<file path="config.mk">
export PLATFORM = sky130hd
export DESIGN_NAME = datapath
export DESIGN_NICKNAME = d
export VERILOG_FILES = /design/src/common/cpuPkg.sv /design/src/datapath/registerFile.sv /design/src/datapath/alu.sv /design/src/datapath/datapath.sv
export SDC_FILE = /design/constraint.sdc
export NUM_CORES = 2
export LEC_CHECK = 0
export ABC_CLOCK_PERIOD_IN_PS = 12000
export BUFFER_PORTS_ARGS = -buffer_cell sky130_fd_sc_hd__buf_2
export CORE_ASPECT_RATIO = 0.7
export CORE_UTILIZATION = 60
export CTS_BUF_LIST = sky130_fd_sc_hd__clkbuf_16
export DETAILED_ROUTE_END_ITERATION = 7
export PLACE_DENSITY = 0.87
export SYNTH_ARGS = -nofsm -noshare
export SYNTH_HDL_FRONTEND = slang
export SYNTH_SLANG_ARGS = --single-unit
</file>
<file path="constraint.sdc">
create_clock -name Clock -period 12 [get_ports Clock]
set_input_delay 1.2 -clock Clock [delete_from_list [all_inputs] [get_ports Clock]]
set_output_delay 1.2 -clock Clock [all_outputs]
set_load 0.02 [all_outputs]
</file>
<file path="src/common/cpuPkg.sv">
package cpuPkg;

    // Data path widths
    typedef logic [31:0] wordT;
    typedef logic [63:0] dWordT;
    typedef logic [8:0]  memAddrT;
    typedef logic [3:0]  regIdxT;

    // Opcode field, instruction bits 31 to 27
    typedef enum logic [4:0] {
        ld     = 5'd0,
        ldi    = 5'd1,
        st     = 5'd2,
        add    = 5'd3,
        sub    = 5'd4,
        andOp  = 5'd5,
        orOp   = 5'd6,
        mul    = 5'd7,
        mfhi   = 5'd8,
        mflo   = 5'd9,
        inOp   = 5'd10,
        outOp  = 5'd11,
        halt   = 5'd12
    } opcodeT;

    // T-states, numbered so that the next step is one more
    typedef enum logic [3:0] {
        T0       = 4'd0,
        T1       = 4'd1,
        T2       = 4'd2,
        T3       = 4'd3,
        T4       = 4'd4,
        T5       = 4'd5,
        T6       = 4'd6,
        T7       = 4'd7,
        stHalted = 4'd8
    } stepT;

    typedef enum logic [2:0] {
        aluAdd = 3'd0,
        aluSub = 3'd1,
        aluAnd = 3'd2,
        aluOr  = 3'd3,
        aluMul = 3'd4
    } aluOpT;

    // One control word per bus cycle
    typedef struct packed {
        // Bus sources, one at a time
        logic  pcOut;
        logic  mdrOut;
        logic  zHighOut;
        logic  zLowOut;
        logic  hiOut;
        logic  loOut;
        logic  cOut;
        logic  inPortOut;
        logic  rOut;
        // Register and memory enables
        logic  pcIn;
        logic  incPc;
        logic  marIn;
        logic  mdrIn;
        logic  read;
        logic  write;
        logic  irIn;
        logic  yIn;
        logic  zIn;
        logic  hiIn;
        logic  loIn;
        logic  outPortIn;
        logic  rIn;
        logic  baOut;
        // Which IR field names the register
        logic  gra;
        logic  grb;
        logic  grc;
        aluOpT aluOp;
    } ctrlT;

endpackage

</file>
<file path="src/datapath/registerFile.sv">
`timescale 1ns/10ps

module registerFile (
    input  logic         Clock,
    input  logic         rstN,
    input  cpuPkg::wordT ir,
    input  logic         gra,
    input  logic         grb,
    input  logic         grc,
    input  logic         rIn,
    input  logic         rOut,
    input  logic         baOut,
    input  cpuPkg::wordT busIn,
    output cpuPkg::wordT busOut
);
    import cpuPkg::*;

    wordT   regs [16];
    regIdxT sel;
    wordT   selValue;

    // ra, rb, rc fields of IR
    always_comb begin
        if (gra) begin
            sel = ir[26:23];
        end else if (grb) begin
            sel = ir[22:19];
        end else if (grc) begin
            sel = ir[18:15];
        end else begin
            sel = '0;
        end
    end

    // Base address mode: R0 counts as zero
    assign selValue = (baOut && sel == '0) ? '0 : regs[sel];
    assign busOut   = rOut ? selValue : '0;

    always_ff @(posedge Clock) begin
        if (!rstN) begin
            for (int i = 0; i < 16; i++) begin
                regs[i] <= '0;
            end
        end else if (rIn) begin
            regs[sel] <= busIn;
        end
    end

endmodule

</file>
<file path="src/datapath/alu.sv">
`timescale 1ns/10ps

module alu (
    input  cpuPkg::aluOpT op,
    input  cpuPkg::wordT  a,
    input  cpuPkg::wordT  b,
    output cpuPkg::dWordT result
);
    import cpuPkg::*;

    logic signed [63:0] aExt;
    logic signed [63:0] bExt;
    logic signed [63:0] product;
    wordT               low;

    // Sign-extend both operands so the product is the full signed value
    assign aExt    = {{32{a[31]}}, a};
    assign bExt    = {{32{b[31]}}, b};
    assign product = aExt * bExt;

    always_comb begin
        case (op)
            aluAdd: begin
                low = a + b;
            end
            aluSub: begin
                low = a - b;
            end
            aluAnd: begin
                low = a & b;
            end
            aluOr: begin
                low = a | b;
            end
            default: begin
                low = '0;
            end
        endcase
    end

    // Only mul fills the high half
    always_comb begin
        if (op == aluMul) begin
            result = dWordT'(product);
        end else begin
            result = {32'd0, low};
        end
    end

endmodule

</file>
<file path="src/datapath/datapath.sv">
`timescale 1ns/10ps

module datapath (
    input  logic            Clock,
    input  logic            rstN,
    input  cpuPkg::ctrlT    ctrl,
    input  cpuPkg::wordT    readData,
    input  cpuPkg::wordT    inPort,
    output cpuPkg::wordT    ir,
    output cpuPkg::memAddrT marValue,
    output cpuPkg::wordT    mdrValue,
    output cpuPkg::wordT    outPort,
    output logic            outValid
);
    import cpuPkg::*;

    wordT    bus;
    wordT    regBus;
    wordT    cSext;
    wordT    pc;
    wordT    mdr;
    wordT    y;
    wordT    hi;
    wordT    lo;
    dWordT   z;
    dWordT   aluResult;
    memAddrT mar;

    // Constant C is bits 18 to 0, sign-extended
    assign cSext = {{13{ir[18]}}, ir[18:0]};

    // Single shared bus; sources are gated and ORed, only one is ever on
    always_comb begin
        bus = regBus;
        bus = bus | ({32{ctrl.pcOut}} & pc);
        bus = bus | ({32{ctrl.mdrOut}} & mdr);
        bus = bus | ({32{ctrl.zHighOut}} & z[63:32]);
        bus = bus | ({32{ctrl.zLowOut}} & z[31:0]);
        bus = bus | ({32{ctrl.hiOut}} & hi);
        bus = bus | ({32{ctrl.loOut}} & lo);
        bus = bus | ({32{ctrl.cOut}} & cSext);
        bus = bus | ({32{ctrl.inPortOut}} & inPort);
    end

    // Control state
    always_ff @(posedge Clock) begin
        if (!rstN) begin
            pc       <= '0;
            ir       <= '0;
            outValid <= 1'b0;
        end else begin
            if (ctrl.incPc) begin
                pc <= pc + 32'd1;
            end else if (ctrl.pcIn) begin
                pc <= bus;
            end
            if (ctrl.irIn) begin
                ir <= bus;
            end
            // Valid follows the cycle that loads the port
            outValid <= ctrl.outPortIn;
        end
    end

    // Payload registers
    always_ff @(posedge Clock) begin
        if (ctrl.marIn) begin
            mar <= bus[$bits(memAddrT)-1:0];
        end
        if (ctrl.mdrIn) begin
            mdr <= ctrl.read ? readData : bus;
        end
        if (ctrl.yIn) begin
            y <= bus;
        end
        if (ctrl.zIn) begin
            z <= aluResult;
        end
        if (ctrl.hiIn) begin
            hi <= bus;
        end
        if (ctrl.loIn) begin
            lo <= bus;
        end
        if (ctrl.outPortIn) begin
            outPort <= bus;
        end
    end

    assign marValue = mar;
    assign mdrValue = mdr;

    registerFile regs (
        .Clock  (Clock),
        .rstN   (rstN),
        .ir     (ir),
        .gra    (ctrl.gra),
        .grb    (ctrl.grb),
        .grc    (ctrl.grc),
        .rIn    (ctrl.rIn),
        .rOut   (ctrl.rOut),
        .baOut  (ctrl.baOut),
        .busIn  (bus),
        .busOut (regBus)
    );

    // Y is the first operand, the bus the second
    alu aluUnit (
        .op     (ctrl.aluOp),
        .a      (y),
        .b      (bus),
        .result (aluResult)
    );

endmodule

</file>
==> flow_summary.ini <==
[outcome]
status = complete, but fails checks
violations = design-rule violations

[clocking]
cts_tree = built
clock_latency_ps = 730
cts_hold_buf = 0
ctsLongestPathBuffers = 3
clkSinkCount = 810
cts_root_buffer = clkbuf_16
clk_pin_slew_ps = 60
cts_buffers = 81
cts_max_level = 3
cts_resized = 0
post-cts-setup-buffers = 0

[timing]
rsz0062_at_grt = false
maxSlewHeadroom = 0.0957
fin_crit_ps = 11430
hold_violations = 0
setup_tns_ps = 0
timing.final.crit_share = 0.953
setup_violations = 0
skew_ps = 56.4
tightestPinTransition_ps = 1360
max_freq_mhz = 87.5
slew_viol_final = 0

[layout]
area_delta_synth_final_pct = 9.37
final_layout_size_suffix_gt1_frac = 0.104
layout.nets = 8754
final_common_cell = fa_1
final_cell_mix = 1,083 x fa_1, 1,059 x inv_1, 963 x nand2_1, 745 x edfxtp_1, 416 x nor2_1

[logic_synthesis]
synth-edff-count = 745
muxShareOfSynthArea = 0.0211
syn_avg_cell_area_sq_um = 10.3
synth_compound_area_frac = 0.0705
synthXorXnorAreaFrac = 0.0147
ys_seq_area_frac = 0.318
ys.flop_type = edfxtp_1
synth_top_family_by_area = adder cells
yosys.area_share.simple = 0.164
synthAdderAreaFrac = 0.330
synth_warnings = 0
yosys_register_bits = 810
synth_cell_type_count = 93
synth_fp_nets = 8623
async_flop_share = 0
syn_inst = 7226
syn_area_sq_um = 74300

[setup_path]
worst_setup_path_end_kind = flip-flop
cp.required_ps = 12450
worstPathArrival_ps = 11880
max_stage_delay_ps = 630
crit_top_cell = fa_1
cp-startpoint = ctrl[4]
cp_slowest_cell = o31ai_4
crit_path_max_fanout = 53
worstSetupPathType = input pin to flip-flop
r2r_start = ir[15]$_SDFFE_PN0P_
r2r_cells = 36
startpoint_type = input pin

[global_routing]
gr-total-overflow = 0
grt_max_degree = 65
grt_usage = 0.406
grt_pass1_vias = 60100
grt_first_pass_wirelength_um = 373000
antenna_found_initial = 18

[routing]
drt-wirelength-per-cell_um = 27.7
dr.pass1.iters = 8
postRouteAntennaNets = 0
drc_errors = 3
num_vias = 58100
vias_per_cell = 6.40
finalWirelength_um = 251000
drt_iter0_markers = 8967

[min_path]
hp-class = flip-flop to flip-flop
hp-start = ir[28]$_SDFFE_PN0P_
whs_path_depth = 2

[placement]
numPortBuffers = 199
place_hpwl_um = 181000
gp_congestion = 1.00

[floorplan]
start_util = 0.608
die_w_um = 423
dieArea_sq_um = 125000
core_sq_um = 122000
io_pins = 201
die_y_um = 296
rows = 107

[job]
maxCapViolCount = 0
sequential cells by signal (all words and copies together), names as in the netlist:
signal     flops
z             64
mdrValue      32
ir            32
outValid       1
lo            32
hi            32
marValue       9
pc            32
outPort       32
regs.regs    512
y             32
critical path: cells and delay by family:
kind                     cells  cell delay [ps]
adder cells (fa/ha/maj)      9             4350
buffers and inverters       11             2760
AO/OA/AOI/OAI                8             2210
AND/OR/NAND/NOR              8             1080
XOR/XNOR                     1              150
per-layer routing:
layer / global-route usage / wire length (um)
met1: 0.540 / 86800
met2: 0.566 / 102000
met3: 0.150 / 43300
met4: 0.251 / 19200
met5: 0.00152 / 44
layout make-up:
class	instances	area (sq um)
fill	8677	40900
tap	1635	2050
antenna	13	32.5
inverter	1049	3940
sequential	810	23700
multi-input combinational	4880	45000
clock inverter	69	678
timing repair buffer	535	3880
clock buffer	81	2030
cells in the mapped netlist, types with 18 or more instances:
master    number  share of area
a221oi_1      32         0.0038
edfxtp_1     745           0.30
nor2_1       416          0.021
o22ai_1       43         0.0036
and2_1       375          0.032
nand3_1      159          0.011
inv_1       1042          0.053
and3_1        47         0.0040
nor2b_1      410          0.035
buf_1         55         0.0028
fa_1        1083           0.29
mux2i_1      107          0.014
buf_6         18         0.0027
buf_2         40         0.0027
o21ai_0      109         0.0073
a21oi_1      200          0.013
nor3_1        22         0.0015
a21o_1        57         0.0058
a22oi_1       74         0.0075
xor2_1        34         0.0040
nand2_1      965          0.049
a211oi_1      27         0.0027
a32oi_1       25         0.0029
a22o_1        26         0.0031
a31oi_1       19         0.0016
clkbuf_1     364          0.018
ha_1         219          0.037
dfxtp_1       65          0.018
xnor2_1       91          0.011
nand4_1       42         0.0035
o31ai_1       25         0.0025
mux2_2        43         0.0065
path summary, 6_finish.rpt:
path	end	slack (ps)
max	z[63]$_SDFFCE_PN0P_	570
min	ir[28]$_SDFFE_PN0P_	490
max reg2reg	z[63]$_SDFFCE_PN0P_	970
min reg2reg	ir[28]$_SDFFE_PN0P_	490
per-stage QoR:
stage	cells	util	hold WS, ps	cell area, sq um	worst slack, ps
after global routing	9067	0.665	528	81300	266
final	9072	0.665	485	81300	567
after floorplan	7226	-	476	74300	939
after global placement	8908	0.643	477	78500	285
after detailed placement	8908	0.643	478	78500	162
after CTS	9058	0.665	486	81300	854
kinds of logic after synthesis:
logic type,Yosys count
AO/OA/AOI/OAI,767
XOR/XNOR,125
adder cells (fa/ha/maj),1316
buffers and inverters,1536
flip-flops,810
multiplexers,151
AND/OR/NAND/NOR,2521
Power is not shown: default switching activity piles up to over one toggle a cycle in this logic, so the estimate is an artifact.
