### src/common/cpuPkg.sv
package cpuPkg;

    // Data path widths
    typedef logic [31:0] wordT;
    typedef logic [63:0] dWordT;
    typedef logic [8:0]  memAddrT;
    typedef logic [3:0]  regIdxT;

    // Opcode field, instruction bits 31 to 27
    typedef enum logic [4:0] {
        ld     = 5'd0,
        ldi    = 5'd1,
        st     = 5'd2,
        add    = 5'd3,
        sub    = 5'd4,
        andOp  = 5'd5,
        orOp   = 5'd6,
        mul    = 5'd7,
        mfhi   = 5'd8,
        mflo   = 5'd9,
        inOp   = 5'd10,
        outOp  = 5'd11,
        halt   = 5'd12
    } opcodeT;

    // T-states, numbered so that the next step is one more
    typedef enum logic [3:0] {
        T0       = 4'd0,
        T1       = 4'd1,
        T2       = 4'd2,
        T3       = 4'd3,
        T4       = 4'd4,
        T5       = 4'd5,
        T6       = 4'd6,
        T7       = 4'd7,
        stHalted = 4'd8
    } stepT;

    typedef enum logic [2:0] {
        aluAdd = 3'd0,
        aluSub = 3'd1,
        aluAnd = 3'd2,
        aluOr  = 3'd3,
        aluMul = 3'd4
    } aluOpT;

    // One control word per bus cycle
    typedef struct packed {
        // Bus sources, one at a time
        logic  pcOut;
        logic  mdrOut;
        logic  zHighOut;
        logic  zLowOut;
        logic  hiOut;
        logic  loOut;
        logic  cOut;
        logic  inPortOut;
        logic  rOut;
        // Register and memory enables
        logic  pcIn;
        logic  incPc;
        logic  marIn;
        logic  mdrIn;
        logic  read;
        logic  write;
        logic  irIn;
        logic  yIn;
        logic  zIn;
        logic  hiIn;
        logic  loIn;
        logic  outPortIn;
        logic  rIn;
        logic  baOut;
        // Which IR field names the register
        logic  gra;
        logic  grb;
        logic  grc;
        aluOpT aluOp;
    } ctrlT;

endpackage

### src/control/controlUnit.sv
`timescale 1ns/10ps

module controlUnit (
    input  logic         Clock,
    input  logic         rstN,
    input  logic         run,
    input  cpuPkg::wordT ir,
    output cpuPkg::ctrlT ctrl,
    output logic         instrDone,
    output logic         halted
);
    import cpuPkg::*;

    stepT   step;
    stepT   stepNext;
    stepT   lastStep;
    opcodeT opcode;
    logic   active;

    assign opcode = opcodeT'(ir[31:27]);

    // A started instruction always runs to its end
    assign active = run || (step != T0);

    always_comb begin
        case (opcode)
            ld, st: begin
                lastStep = T7;
            end
            mul: begin
                lastStep = T6;
            end
            ldi, add, sub, andOp, orOp: begin
                lastStep = T5;
            end
            default: begin
                lastStep = T3;
            end
        endcase
    end

    assign instrDone = (step == lastStep);
    assign halted    = (step == stHalted);

    always_comb begin
        if (step == stHalted) begin
            stepNext = stHalted;
        end else if (!active) begin
            stepNext = T0;
        end else if (step == T3 && opcode == halt) begin
            stepNext = stHalted;
        end else if (step == lastStep) begin
            stepNext = T0;
        end else begin
            stepNext = stepT'(step + 4'd1);
        end
    end

    always_ff @(posedge Clock) begin
        if (!rstN) begin
            step <= T0;
        end else begin
            step <= stepNext;
        end
    end

    // Control word for the current step
    always_comb begin
        ctrl = '0;
        if (active && step != stHalted) begin
            case (step)
                T0: begin
                    ctrl.pcOut = 1'b1;
                    ctrl.marIn = 1'b1;
                    ctrl.incPc = 1'b1;
                end
                T1: begin
                    ctrl.read  = 1'b1;
                    ctrl.mdrIn = 1'b1;
                end
                T2: begin
                    ctrl.mdrOut = 1'b1;
                    ctrl.irIn   = 1'b1;
                end
                default: begin
                    case (opcode)
                        // Effective address C(rb) goes through Y and Z
                        ld, st, ldi: begin
                            if (step == T3) begin
                                ctrl.grb   = 1'b1;
                                ctrl.rOut  = 1'b1;
                                ctrl.baOut = 1'b1;
                                ctrl.yIn   = 1'b1;
                            end else if (step == T4) begin
                                ctrl.cOut = 1'b1;
                                ctrl.zIn  = 1'b1;
                            end else if (step == T5) begin
                                ctrl.zLowOut = 1'b1;
                                if (opcode == ldi) begin
                                    ctrl.gra = 1'b1;
                                    ctrl.rIn = 1'b1;
                                end else begin
                                    ctrl.marIn = 1'b1;
                                end
                            end else if (step == T6) begin
                                ctrl.mdrIn = 1'b1;
                                // st puts ra into MDR
                                if (opcode == ld) begin
                                    ctrl.read = 1'b1;
                                end else begin
                                    ctrl.gra  = 1'b1;
                                    ctrl.rOut = 1'b1;
                                end
                            end else if (step == T7) begin
                                if (opcode == ld) begin
                                    ctrl.mdrOut = 1'b1;
                                    ctrl.gra    = 1'b1;
                                    ctrl.rIn    = 1'b1;
                                end else begin
                                    ctrl.write = 1'b1;
                                end
                            end
                        end
                        // ra = rb op rc
                        add, sub, andOp, orOp: begin
                            if (step == T3) begin
                                ctrl.grb  = 1'b1;
                                ctrl.rOut = 1'b1;
                                ctrl.yIn  = 1'b1;
                            end else if (step == T4) begin
                                ctrl.grc  = 1'b1;
                                ctrl.rOut = 1'b1;
                                ctrl.zIn  = 1'b1;
                                case (opcode)
                                    sub:     ctrl.aluOp = aluSub;
                                    andOp:   ctrl.aluOp = aluAnd;
                                    orOp:    ctrl.aluOp = aluOr;
                                    default: ctrl.aluOp = aluAdd;
                                endcase
                            end else if (step == T5) begin
                                ctrl.zLowOut = 1'b1;
                                ctrl.gra     = 1'b1;
                                ctrl.rIn     = 1'b1;
                            end
                        end
                        // HI:LO = ra * rb
                        mul: begin
                            if (step == T3) begin
                                ctrl.gra  = 1'b1;
                                ctrl.rOut = 1'b1;
                                ctrl.yIn  = 1'b1;
                            end else if (step == T4) begin
                                ctrl.grb   = 1'b1;
                                ctrl.rOut  = 1'b1;
                                ctrl.zIn   = 1'b1;
                                ctrl.aluOp = aluMul;
                            end else if (step == T5) begin
                                ctrl.zLowOut = 1'b1;
                                ctrl.loIn    = 1'b1;
                            end else if (step == T6) begin
                                ctrl.zHighOut = 1'b1;
                                ctrl.hiIn     = 1'b1;
                            end
                        end
                        mfhi: begin
                            ctrl.hiOut = 1'b1;
                            ctrl.gra   = 1'b1;
                            ctrl.rIn   = 1'b1;
                        end
                        mflo: begin
                            ctrl.loOut = 1'b1;
                            ctrl.gra   = 1'b1;
                            ctrl.rIn   = 1'b1;
                        end
                        inOp: begin
                            ctrl.inPortOut = 1'b1;
                            ctrl.gra       = 1'b1;
                            ctrl.rIn       = 1'b1;
                        end
                        outOp: begin
                            ctrl.gra       = 1'b1;
                            ctrl.rOut      = 1'b1;
                            ctrl.outPortIn = 1'b1;
                        end
                        // halt and unused opcodes move nothing
                        default: begin
                        end
                    endcase
                end
            endcase
        end
    end

endmodule

### config.mk
export PLATFORM = sky130hd
export DESIGN_NAME = controlUnit
export DESIGN_NICKNAME = d
export VERILOG_FILES = /design/src/common/cpuPkg.sv /design/src/control/controlUnit.sv
export SDC_FILE = /design/constraint.sdc
export NUM_CORES = 1
export LEC_CHECK = 0
export ABC_AREA = 1
export BUFFER_PORTS_ARGS = -buffer_cell sky130_fd_sc_hd__buf_2
export CAP_MARGIN = 20
export CORE_AREA = 2 2 48 50
export DETAILED_ROUTE_END_ITERATION = 10
export DIE_AREA = 0 0 50 52
export GPL_TIMING_DRIVEN = 0
export PLACE_DENSITY = 0.84
export SLEW_MARGIN = 0
export SYNTH_ARGS = -nofsm -noshare
export SYNTH_HDL_FRONTEND = slang
export SYNTH_SLANG_ARGS = --single-unit
### constraint.sdc
create_clock -name Clock -period 3.2 [get_ports Clock]
set_input_delay 0 -clock Clock [delete_from_list [all_inputs] [get_ports Clock]]
set_output_delay 0 -clock Clock [all_outputs]
set_load 0.01 [all_outputs]
==> impl_metrics.csv <==
group,metric,value,unit
outcome,outcome,"completed",
critical_path,critPathMaxStageDelay,0.41,ns
clock_network,clkTransAtPathRegs,0.04,ns
power_and_ir_drop,power,257,uW
floorplanning,die_area,2600,um2
hold_path,worst_hold_path_type,"input pin to flop",
final_layout,layout_commonest_cell,"buf_2",
power_and_ir_drop,p_leak,0.000643,uW
logic_synthesis,synthesis.nets,192,
global_routing,grtUsageTotal,17.9,%
drt,wire_per_inst,9.71,um
timing,setup_viol,0,
drt,drt-met1-wl,941,um
timing,period_minus_slack,2.06,ns
logic_synthesis,synth-seq-cells,4,
global_routing,antenna_found_initial,0,
floorplanning,start_util,41.1,%
placement,hpwl,1.83,mm
global_routing,grt_overflow,0,
logic_synthesis,yosysTopAreaCellShare,13.4,%
drt,routed.top_layer,"met4",
clock_network,clk-insertion-delay-late,0.23,ns
floorplanning,die_y,52,um
timing,fmax,485,MHz
timing,fin_skew,0.000904,ns
final_layout,largestRegisters,"step (4)",
critical_path,critPathRequiredTime,3.20,ns
critical_path,crit_path_start_kind,"flop",
power_and_ir_drop,power_per_cell_area,230,nW/um2
placement,portBuffers,37,
critical_path,slowest_stage,"dfxtp_1",
placement,gp_congestion,0.878,
timing,hold_viol,0,
power_and_ir_drop,peakVddDrop,0.000202,V
global_routing,grt_first_pass_wirelength,3.74,mm
drt,vias_per_cell,4.81,
floorplanning,die_x,50,um
final_layout,largest_register_ffs,4,
critical_path,worst_path_most_repeated_cell,"nor2_2",
drt,routed-wl-met2,1.12,mm
critical_path,cp_max_fo,6,
floorplanning,num_rows,17,
clock_network,cts_tree,"done",
drt,drt_wl_total,2.16,mm
drt,drc,0,
timing,timing.final.crit_share,64.4,%
final_layout,antenna_cells,0,
critical_path,cp.arrival,2.06,ns
final_layout,final_cell_mix,"37 x buf_2, 31 x nand2_1, 28 x nor2_1",
logic_synthesis,synth_seq_area_share,9.25,%
critical_path,path_cells,"inv_1 > ha_1 > o21ai_0 > nand2_1 > nor2_2 > inv_2 > nor2_2 > a31o_1 > buf_2",
critical_path,critPathKind,"flop to output port",
timing,slew_violations,0,
final_layout,top_register,"step",
timing,rsz0062_at_grt,"false",
logic_synthesis,netlist_instances,153,
drt,met3_length,74,um
clock_network,root_buffer,"clkbuf_4",
timing,tns,0,ns
logic_synthesis,yosys_warnings,0,
clock_network,cts_max_level,1,
logic_synthesis,synth.cell_area,866,um2
global_routing,grt_max_degree,10,
drt,ant_nets,0,
clock_network,cts_inserted_buffers,3,
drt,drt_iter0_markers,26,
final_layout,finalNetCount,235,
clock_network,post_cts_buffers,0,
critical_path,end_kind,"output port",
flow_run,cap_violations,0,
final_layout,syn_to_final_growth,29.2,%
drt,drtPass1Iterations,4,
final_layout,drive_above_1_share,36.6,%
global_routing,grt_pass1_vias,934,
logic_synthesis,syn_avg_cell_area,5.66,um2
logic_synthesis,synth.distinct_cells,30,
logic_synthesis,synth_largest_area_cell,"nand2_1",
drt,dr_total_vias,1068,
floorplanning,pin_count,66,
clock_network,cts.sinks,4,
clock_network,clockBufferDepth,2,
logic_synthesis,yosys-top-cells-area,"nand2_1 13%, nor2_1 12%, inv_1 9.5%",
floorplanning,core_area,2110,um2
-- worst paths after layout --
kind | from | to | slack (ns) | cells after the start
worst max-delay path | step[0] | ctrl[4] | 1.14 | 9
worst max register to register | step[0] | step[0] | 1.74 | 7
worst min register to register | step[0] | step[0] | 0.50 | 1
worst min-delay path | run | step[3] | 0.11 | 5
-- power by group --
part	internal (uW)	total, uW	switching [uW]
Sequential	53.7	58.5	4.75
Combinational	48.8	138	89.1
Clock	41.8	60.6	18.8
Total	144	257	113
-- area by class of cell --
type | count | area (um2)
Clock buffer | 3 | 22.5
Inverter | 29 | 109
Tap cell | 28 | 35.0
Sequential cell | 4 | 80.1
Multi-Input combinational cell | 116 | 643
Buffer | 4 | 33.8
Fill cell | 221 | 987
Timing Repair Buffer | 38 | 195
-- synthesized netlist by cell type, drive strengths merged --
cell type / number
dfxtp: 4
o21ai: 6
a31oi: 1
nand4: 6
nor3: 6
xor2: 1
nand3: 12
nor4: 3
nand2: 35
ha: 4
o21a: 1
a31o: 2
nor2: 34
conb: 1
a21oi: 3
buf: 4
inv: 29
xnor2: 1
-- layer usage --
layer  track usage, %  vias up
met5                0        -
met4             5.56        0
met1             21.9      471
met3             2.01        2
met2             32.5       23
li1                 -      572
-- critical path, delay by kind of cell (launching register included) --
family	cells	cell delay [ns]
and+or+nand+nor	3	0.46
DFF	1	0.41
AOI/OAI and AO/OA	2	0.36
buffers and inverters	3	0.30
adders and majority gates	1	0.30
-- cell families after synthesis --
family / share of synthesized area (%)
simple gates: 56.4
other cells: 0.433
xor+xnor: 2.02
flops: 9.25
buf+inv: 16.5
fa+ha+maj: 5.78
compound gates: 9.68
-- metrics by stage --
stage | hold slack, ns | utilization (%) | worst slack [ns] | instances | cell area, um2
global route | 0.212 | 53.1 | 0.982 | 222 | 1120
finish | 0.106 | 53.1 | 1.14 | 222 | 1120
global placement | 0.234 | 51.6 | 1.40 | 218 | 1090
floorplan | 0.0337 | - | 1.50 | 153 | 866
detailed placement | 0.236 | 51.6 | 1.41 | 218 | 1090
CTS | 0.102 | 53.1 | 1.15 | 222 | 1120
-- repair_timing --
item / 4_1_cts / 5_1_grt
gates resized for setup: 0 / 0
endpoints found under the hold margin: 1 / 0
hold buffers: 1 / 0
No activity file was read; power rests on OpenSTA's default activity.
